File: config.mk
export PLATFORM = sky130hd
export DESIGN_NAME = ex_stage
export DESIGN_NICKNAME = d
export VERILOG_FILES = /design/src/ex_stage_pkg.sv /design/src/ex_alu.sv /design/src/ex_mult.sv /design/src/ex_writeback.sv /design/src/ex_stage.sv
export SDC_FILE = /design/constraint.sdc
export NUM_CORES = 2
export LEC_CHECK = 0
export ABC_AREA = 1
export BUFFER_PORTS_ARGS = -buffer_cell sky130_fd_sc_hd__buf_2
export CELL_PAD_IN_SITES_DETAIL_PLACEMENT = 1
export CELL_PAD_IN_SITES_GLOBAL_PLACEMENT = 2
export CORE_ASPECT_RATIO = 0.75
export CORE_MARGIN = 4
export CORE_UTILIZATION = 38
export DETAILED_ROUTE_END_ITERATION = 8
export PLACE_DENSITY = 0.93
export SETUP_SLACK_MARGIN = 0.02
export SLEW_MARGIN = 20
export SYNTH_ARGS = -nofsm -noshare
export SYNTH_HDL_FRONTEND = slang
export SYNTH_SLANG_ARGS = --single-unit
File: constraint.sdc
create_clock -name clk -period 9.2 [get_ports clk]
set_input_delay 0.46 -clock clk [delete_from_list [all_inputs] [get_ports clk]]
set_output_delay 0.46 -clock clk [all_outputs]
set_load 0.01 [all_outputs]
File: src/ex_stage_pkg.sv
// Execute stage shared types
package ex_stage_pkg;

  // Data path and register file widths
  localparam int WORD_W    = 32;
  localparam int REGADDR_W = 6;
  localparam int ALU_OP_W  = 4;
  localparam int MULT_OP_W = 2;

  typedef logic [WORD_W-1:0]    word_t;
  typedef logic [REGADDR_W-1:0] regaddr_t;
  typedef logic [ALU_OP_W-1:0]  alu_op_t;
  typedef logic [MULT_OP_W-1:0] mult_op_t;

  // ALU opcodes
  localparam alu_op_t ALU_ADD  = 4'h0;
  localparam alu_op_t ALU_SUB  = 4'h1;
  localparam alu_op_t ALU_AND  = 4'h2;
  localparam alu_op_t ALU_OR   = 4'h3;
  localparam alu_op_t ALU_XOR  = 4'h4;
  localparam alu_op_t ALU_SLL  = 4'h5;
  localparam alu_op_t ALU_SRL  = 4'h6;
  localparam alu_op_t ALU_SRA  = 4'h7;
  localparam alu_op_t ALU_SLT  = 4'h8;
  localparam alu_op_t ALU_SLTU = 4'h9;
  // Branch comparisons
  localparam alu_op_t ALU_EQ   = 4'ha;
  localparam alu_op_t ALU_NE   = 4'hb;
  localparam alu_op_t ALU_LT   = 4'hc;
  localparam alu_op_t ALU_GE   = 4'hd;

  // Multiplier opcodes
  localparam mult_op_t MUL_LO    = 2'd0;
  localparam mult_op_t MUL_HI_SS = 2'd1;
  localparam mult_op_t MUL_HI_UU = 2'd2;

  typedef enum logic [0:0] {
    MULT_IDLE,
    MULT_HIGH
  } mult_state_e;

  // Instruction issued from decode
  typedef struct packed {
    logic     alu_en;
    alu_op_t  alu_op;
    word_t    op_a;
    word_t    op_b;
    word_t    op_c;
    logic     mult_en;
    mult_op_t mult_op;
    logic     csr_access;
    logic     lsu_en;
    logic     branch_in_ex;
    logic     alu_we;
    regaddr_t alu_waddr;
    logic     we;
    regaddr_t waddr;
  } ex_req_t;

  // Register file write port
  typedef struct packed {
    logic     we;
    regaddr_t waddr;
    word_t    wdata;
  } wport_t;

endpackage

File: src/ex_alu.sv
// Integer ALU with branch compare
`timescale 1ns/1ps

module ex_alu (
  input  ex_stage_pkg::alu_op_t op_i,
  input  ex_stage_pkg::word_t   op_a_i,
  input  ex_stage_pkg::word_t   op_b_i,
  output ex_stage_pkg::word_t   result_o,
  output logic                  cmp_o
);

  logic        sub_op;
  logic        signed_op;
  logic [32:0] add_a;
  logic [32:0] add_b;
  logic [32:0] add_sum;
  logic        lt;
  logic        eq;
  logic [4:0]  shamt;

  ////////////////////////////////////////////////////////////////////////////
  // Shared adder
  ////////////////////////////////////////////////////////////////////////////

  // Subtract for SUB and every less-than style compare
  assign sub_op = (op_i == ex_stage_pkg::ALU_SUB)  |
                  (op_i == ex_stage_pkg::ALU_SLT)  |
                  (op_i == ex_stage_pkg::ALU_SLTU) |
                  (op_i == ex_stage_pkg::ALU_LT)   |
                  (op_i == ex_stage_pkg::ALU_GE);

  // SLTU is the only unsigned compare
  assign signed_op = (op_i != ex_stage_pkg::ALU_SLTU);

  // 33 bit operands so bit 32 carries the sign of the difference
  assign add_a = {signed_op & op_a_i[31], op_a_i};
  assign add_b = sub_op ? ~{signed_op & op_b_i[31], op_b_i}
                        :  {signed_op & op_b_i[31], op_b_i};

  // Carry in of one completes the two's complement
  assign add_sum = add_a + add_b + {32'b0, sub_op};

  assign lt    = add_sum[32];
  assign eq    = (op_a_i == op_b_i);
  assign shamt = op_b_i[4:0];

  ////////////////////////////////////////////////////////////////////////////
  // Compare and result select
  ////////////////////////////////////////////////////////////////////////////

  always_comb begin
    cmp_o = 1'b0;
    case (op_i)
      ex_stage_pkg::ALU_SLT,
      ex_stage_pkg::ALU_SLTU,
      ex_stage_pkg::ALU_LT:   cmp_o = lt;
      ex_stage_pkg::ALU_GE:   cmp_o = ~lt;
      ex_stage_pkg::ALU_EQ:   cmp_o = eq;
      ex_stage_pkg::ALU_NE:   cmp_o = ~eq;
      default:                cmp_o = 1'b0;
    endcase
  end

  always_comb begin
    // Comparison opcodes fall through to the zero-extended flag
    result_o = {31'b0, cmp_o};
    case (op_i)
      ex_stage_pkg::ALU_ADD,
      ex_stage_pkg::ALU_SUB:  result_o = add_sum[31:0];
      ex_stage_pkg::ALU_AND:  result_o = op_a_i & op_b_i;
      ex_stage_pkg::ALU_OR:   result_o = op_a_i | op_b_i;
      ex_stage_pkg::ALU_XOR:  result_o = op_a_i ^ op_b_i;
      ex_stage_pkg::ALU_SLL:  result_o = op_a_i << shamt;
      ex_stage_pkg::ALU_SRL:  result_o = op_a_i >> shamt;
      // Arithmetic shift keeps the sign
      ex_stage_pkg::ALU_SRA:  result_o = ex_stage_pkg::word_t'($signed(op_a_i) >>> shamt);
      default:                result_o = {31'b0, cmp_o};
    endcase
  end

endmodule

File: src/ex_mult.sv
// Integer multiplier
`timescale 1ns/1ps

module ex_mult (
  input  logic                   clk,
  input  logic                   rst_n,
  input  logic                   en_i,
  input  ex_stage_pkg::mult_op_t op_i,
  input  ex_stage_pkg::word_t    op_a_i,
  input  ex_stage_pkg::word_t    op_b_i,
  input  logic                   ex_ready_i,
  output ex_stage_pkg::word_t    result_o,
  output logic                   ready_o,
  output logic                   multicycle_o
);

  ex_stage_pkg::mult_state_e state_q;
  ex_stage_pkg::mult_state_e state_d;

  logic                hi_signed;
  logic                hi_op;
  logic                hi_load;
  logic [63:0]         a_ext;
  logic [63:0]         b_ext;
  logic [63:0]         prod;
  ex_stage_pkg::word_t hi_q;

  ////////////////////////////////////////////////////////////////////////////
  // Product
  ////////////////////////////////////////////////////////////////////////////

  assign hi_signed = (op_i == ex_stage_pkg::MUL_HI_SS);
  assign hi_op     = en_i & (op_i != ex_stage_pkg::MUL_LO);

  // Sign extend only for the signed high word
  assign a_ext = {{32{hi_signed & op_a_i[31]}}, op_a_i};
  assign b_ext = {{32{hi_signed & op_b_i[31]}}, op_b_i};

  // Low 64 bits of the extended product are exact either way
  assign prod = a_ext * b_ext;

  ////////////////////////////////////////////////////////////////////////////
  // High word FSM
  ////////////////////////////////////////////////////////////////////////////

  always_comb begin
    state_d      = state_q;
    ready_o      = 1'b1;
    multicycle_o = 1'b0;
    hi_load      = 1'b0;
    result_o     = prod[31:0];
    case (state_q)
      ex_stage_pkg::MULT_IDLE: begin
        // First cycle of MULH and MULHU stalls the stage
        if (hi_op) begin
          ready_o      = 1'b0;
          multicycle_o = 1'b1;
          hi_load      = 1'b1;
          state_d      = ex_stage_pkg::MULT_HIGH;
        end
      end
      ex_stage_pkg::MULT_HIGH: begin
        result_o = hi_q;
        // Stay here under back-pressure
        if (ex_ready_i) begin
          state_d = ex_stage_pkg::MULT_IDLE;
        end
      end
      default: state_d = ex_stage_pkg::MULT_IDLE;
    endcase
  end

  always_ff @(posedge clk or negedge rst_n) begin
    if (!rst_n) begin
      state_q <= ex_stage_pkg::MULT_IDLE;
    end else begin
      state_q <= state_d;
    end
  end

  // Pipeline stage that breaks the wide product path
  always_ff @(posedge clk) begin
    if (hi_load) begin
      hi_q <= prod[63:32];
    end
  end

endmodule

File: src/ex_writeback.sv
// Forwarding port and EX/WB load register
`timescale 1ns/1ps

module ex_writeback (
  input  logic                  clk,
  input  logic                  rst_n,
  input  ex_stage_pkg::ex_req_t req_i,
  input  ex_stage_pkg::word_t   alu_result_i,
  input  ex_stage_pkg::word_t   mult_result_i,
  input  ex_stage_pkg::word_t   csr_rdata_i,
  input  ex_stage_pkg::word_t   lsu_rdata_i,
  input  logic                  lsu_err_i,
  input  logic                  ex_valid_i,
  input  logic                  wb_ready_i,
  output ex_stage_pkg::wport_t  fw_port_o,
  output ex_stage_pkg::wport_t  wb_port_o
);

  logic                   load_we;
  logic                   we_q;
  ex_stage_pkg::regaddr_t waddr_q;

  ////////////////////////////////////////////////////////////////////////////
  // Forwarding port back to decode
  ////////////////////////////////////////////////////////////////////////////

  always_comb begin
    fw_port_o.we    = req_i.alu_we;
    fw_port_o.waddr = req_i.alu_waddr;
    // CSR first, then multiplier, ALU last
    if (req_i.csr_access) begin
      fw_port_o.wdata = csr_rdata_i;
    end else if (req_i.mult_en) begin
      fw_port_o.wdata = mult_result_i;
    end else begin
      fw_port_o.wdata = alu_result_i;
    end
  end

  ////////////////////////////////////////////////////////////////////////////
  // EX/WB register for load destinations
  ////////////////////////////////////////////////////////////////////////////

  // Faulting loads never reach the register file
  assign load_we = req_i.we & ~lsu_err_i;

  always_ff @(posedge clk or negedge rst_n) begin
    if (!rst_n) begin
      we_q    <= 1'b0;
      waddr_q <= '0;
    end else if (ex_valid_i) begin
      we_q <= load_we;
      if (load_we) begin
        waddr_q <= req_i.waddr;
      end
    end else if (wb_ready_i) begin
      // Nothing issued, push a bubble into WB
      we_q <= 1'b0;
    end
  end

  // Load data arrives from the LSU in the WB cycle itself
  assign wb_port_o.we    = we_q;
  assign wb_port_o.waddr = waddr_q;
  assign wb_port_o.wdata = lsu_rdata_i;

endmodule

File: src/ex_stage.sv
// Integer execute stage
`timescale 1ns/1ps

module ex_stage (
  input  logic                  clk,
  input  logic                  rst_n,
  input  ex_stage_pkg::ex_req_t req_i,
  input  ex_stage_pkg::word_t   csr_rdata_i,
  input  ex_stage_pkg::word_t   lsu_rdata_i,
  input  logic                  lsu_ready_ex_i,
  input  logic                  lsu_err_i,
  input  logic                  wb_ready_i,
  output ex_stage_pkg::wport_t  fw_port_o,
  output ex_stage_pkg::wport_t  wb_port_o,
  output ex_stage_pkg::word_t   jump_target_o,
  output logic                  branch_decision_o,
  output logic                  mult_multicycle_o,
  output logic                  ex_ready_o,
  output logic                  ex_valid_o
);

  ex_stage_pkg::word_t alu_result;
  ex_stage_pkg::word_t mult_result;
  logic                alu_cmp;
  logic                mult_ready;
  logic                units_ready;
  logic                any_en;

  ////////////////////////////////////////////////////////////////////////////
  // Functional units
  ////////////////////////////////////////////////////////////////////////////

  ex_alu u_alu (
    .op_i     (req_i.alu_op),
    .op_a_i   (req_i.op_a),
    .op_b_i   (req_i.op_b),
    .result_o (alu_result),
    .cmp_o    (alu_cmp)
  );

  ex_mult u_mult (
    .clk          (clk),
    .rst_n        (rst_n),
    .en_i         (req_i.mult_en),
    .op_i         (req_i.mult_op),
    .op_a_i       (req_i.op_a),
    .op_b_i       (req_i.op_b),
    .ex_ready_i   (ex_ready_o),
    .result_o     (mult_result),
    .ready_o      (mult_ready),
    .multicycle_o (mult_multicycle_o)
  );

  ex_writeback u_wb (
    .clk           (clk),
    .rst_n         (rst_n),
    .req_i         (req_i),
    .alu_result_i  (alu_result),
    .mult_result_i (mult_result),
    .csr_rdata_i   (csr_rdata_i),
    .lsu_rdata_i   (lsu_rdata_i),
    .lsu_err_i     (lsu_err_i),
    .ex_valid_i    (ex_valid_o),
    .wb_ready_i    (wb_ready_i),
    .fw_port_o     (fw_port_o),
    .wb_port_o     (wb_port_o)
  );

  ////////////////////////////////////////////////////////////////////////////
  // Stall control
  ////////////////////////////////////////////////////////////////////////////

  assign units_ready = mult_ready & lsu_ready_ex_i & wb_ready_i;
  assign any_en      = req_i.alu_en | req_i.mult_en | req_i.csr_access | req_i.lsu_en;

  // Branches finish here and never wait on WB
  assign ex_ready_o = units_ready | req_i.branch_in_ex;
  // Valid stays independent of ex_ready
  assign ex_valid_o = any_en & units_ready;

  // Branch target and outcome to fetch
  assign jump_target_o     = req_i.op_c;
  assign branch_decision_o = alu_cmp;

endmodule

==> reports/qor.csv <==
stage,metric,value,unit
routing,drtAntennaViolNets,0,
worst_setup_path,path_common_cell,fa_1,
worst_setup_path,critPathTopFamily,adder cells,
sta,skew,0.004784,ns
synthesis,synth_most_common_cell,inv_1,
sta,rsz0062_at_grt,no,
synthesis,yosysSeqAreaShare,0.02339,
routing,drc,0,
synthesis,yosysTopAreaCell,fa_1,
synthesis,ys_ff_latch,40,
worst_setup_path,crit_path_max_incr_delay,0.70,ns
worst_setup_path,cp_max_fo,19,
finish,num-fill-cells,16330,
sta,slew_headroom,0.2476,
routing,vias_per_cell,5.373,
worst_setup_path,required,8.74,ns
sta,worst_pin_slew,1.118,ns
floorplan,die_h,321.0,um
place,port_buffers,161,
sta,finalCritPeriodShare,0.9725,
worst_setup_path,reg2reg_setup_slack,6.75,ns
clocking,clkLatencyLatePin,0.30,ns
floorplan,rows,114,
worst_setup_path,critPathKind,input port to output pin,
sta,setup_viol,0,
routing,drt_wl_total,217600,um
synthesis,synth_ff_type,edfxtp_1,
clocking,clock-sinks,40,
synthesis,yosys-top-cells-area,"fa_1 45%, inv_1 13%, nand2_1 13%",
worst_setup_path,arrival,8.49,ns
sta,finalMaxSlewViolations,0,
worst_setup_path,cp_slowest_cell,buf_2,
worst_setup_path,timing.critical_path.from,req_i[94],
finish,multi_input_comb_area,0.03997,sq mm
global_route,grt.overflow.total,0,
routing,drt-initial-drc-count,3973,
clocking,path_clk_slew,0.07,ns
floorplan,die_x,425.3,um
clocking,cts_inserted_buffers,5,
sta,finalCriticalPeriod,8.947,ns
routing,vias,44450,
synthesis,syn_nets,8245,
global_route,grt_usage,0.3196,
synthesis,synth.top_cell.area_share,0.4542,
clocking,cts-root-buf,clkbuf_16,
synthesis,synth_warnings,0,
synthesis,synth_edf_count,32,
floorplan,start_util,0.3841,
hold_path,hp-class,input port to asynchronous set/reset pin,
worst_setup_path,worst-path-stages,27,
sta,fin_tns_setup,0,ns
sta,max_freq,111.8,MHz
sta,hold_violations,0,
synthesis,synth_cell_type_count,58,
worst_setup_path,r2r-start,u_mult.state_q,
routing,dr.pass1.iters,6,
place,hpwl,184900,um
clocking,post_cts.repair.setup_buffers,0,
synthesis,synthesis.area,0.04963,sq mm
synthesis,synth.top_cells.by_count,"1708 x inv_1, 1669 x nand2_1, 1126 x fa_1",
global_route,grt_pass1_vias,49640,
finish,drive_gt1_frac,0.06329,
global_route,grt_max_degree,85,
place,place_congestion,0.9894,
worst_setup_path,critPathBufInv,8,
clocking,cts.path.max_buffers,2,
status,status,completed,
clocking,htreeDepth,2,
job,cap_violations,0,
global_route,antenna_found_initial,15,
finish,regArea,0.001161,sq mm
worst_setup_path,crit_path_end_kind,output pin,
synthesis,async_flop_share,0.2000,
sta,whs,0.006799,ns
routing,wl_per_cell,26.30,um
clocking,cts_tree,yes,
floorplan,io_pins,304,
floorplan,core_area,0.1292,sq mm
floorplan,die_area,0.1365,sq mm
finish,syn2layout_area_growth,5.022,%
synthesis,syn-mean-instance-area,7.496,sq um
worst_setup_path,cp-start-kind,input port,
global_route,grt_pass1_wl,323600,um
worst_setup_path,r2r_cells,4,
synthesis,syn_inst,6621,
finish,final_nets,8149,
## worst reg2reg max path, stage by stage, from the launching register on
cell,delay (ns)
dfrtp_1,0.78
nor3_2,0.75
a211oi_2,0.09
nand3b_1,0.32
mux2_2,0.39
## per-stage QoR
step / instances / setup slack (ns) / util / instance area [sq um]
2_1_floorplan: 6621 / 1.475 / - / 49630
3_3_place_gp: 8258 / 0.3456 / 0.4019 / 51930
3_5_place_dp: 8258 / 0.3384 / 0.4019 / 51930
4_1_cts: 8266 / 0.3246 / 0.4032 / 52100
5_1_grt: 8267 / 0.04067 / 0.4032 / 52110
6_report: 8273 / 0.2526 / 0.4033 / 52120
## flip-flops by register name, summed over array words and instances, names as in the netlist
name            count
u_wb.we_q           1
u_mult.state_q      1
u_wb.waddr_q        6
u_mult.hi_q        32
## cell usage in the layout, fill, tap and decap left out, drive strengths merged, types with 64 or more instances in the layout
cell	synthesis	layout
nor2	324	324
nand3	186	186
fa	1126	1126
inv	1730	1730
a21oi	235	235
xor2	64	64
o21ai	223	223
ha	308	308
nand2	1683	1683
buf	178	317
## cells by family (layout without fill, tap and decap cells)
family,after synthesis,in the layout,share of synthesized area
and+or+nand+nor,2274,2274,0.1820
buffers and inverters,2153,2058,0.1714
adders and majority gates,1434,1434,0.5318
AOI/OAI and AO/OA,611,611,0.07129
xor gates and xnor gates,92,92,0.01624
DFF,40,40,0.02339
muxes,17,17,0.003832
other,0,7,0
## repair_timing
| action | 4_1_cts | 5_1_grt |
|---|---|---|
| endpoints found under the setup margin | 0 | 1 |
| hold buffers | 0 | 0 |
| gates resized for setup | 0 | 1 |
## area by class of cell
class | instances | area share
Antenna cell | 7 | 0.0003361
Clock buffer | 5 | 0.002400
Clock inverter | 3 | 0.0009122
Inverter | 1732 | 0.1247
Multi-Input combinational cell | 4428 | 0.7668
Sequential cell | 40 | 0.02228
Tap cell | 1740 | 0.04177
Timing Repair Buffer | 318 | 0.04076
## per-layer routing
metal | up-vias | share of wire | global-route usage
met4 | 12 | 0.049 | 0.1277
met2 | 2080 | 0.44 | 0.4939
met1 | 22970 | 0.42 | 0.4311
met3 | 445 | 0.098 | 0.07971
met5 | - | 0.00037 | 0
li1 | 18940 | - | -
## path summary, 6_finish.rpt
check / endpoint
setup / recovery: fw_port_o[31]
hold / removal: u_wb.waddr_q[0]
setup reg to reg: u_wb.waddr_q[2]
hold reg to reg: u_wb.waddr_q[1]
max in group asynchronous: u_wb.waddr_q[2]
min in group clk: u_wb.waddr_q[1]
Power is not shown: default switching activity piles up to over one toggle a cycle in this logic, so the estimate is an artifact.
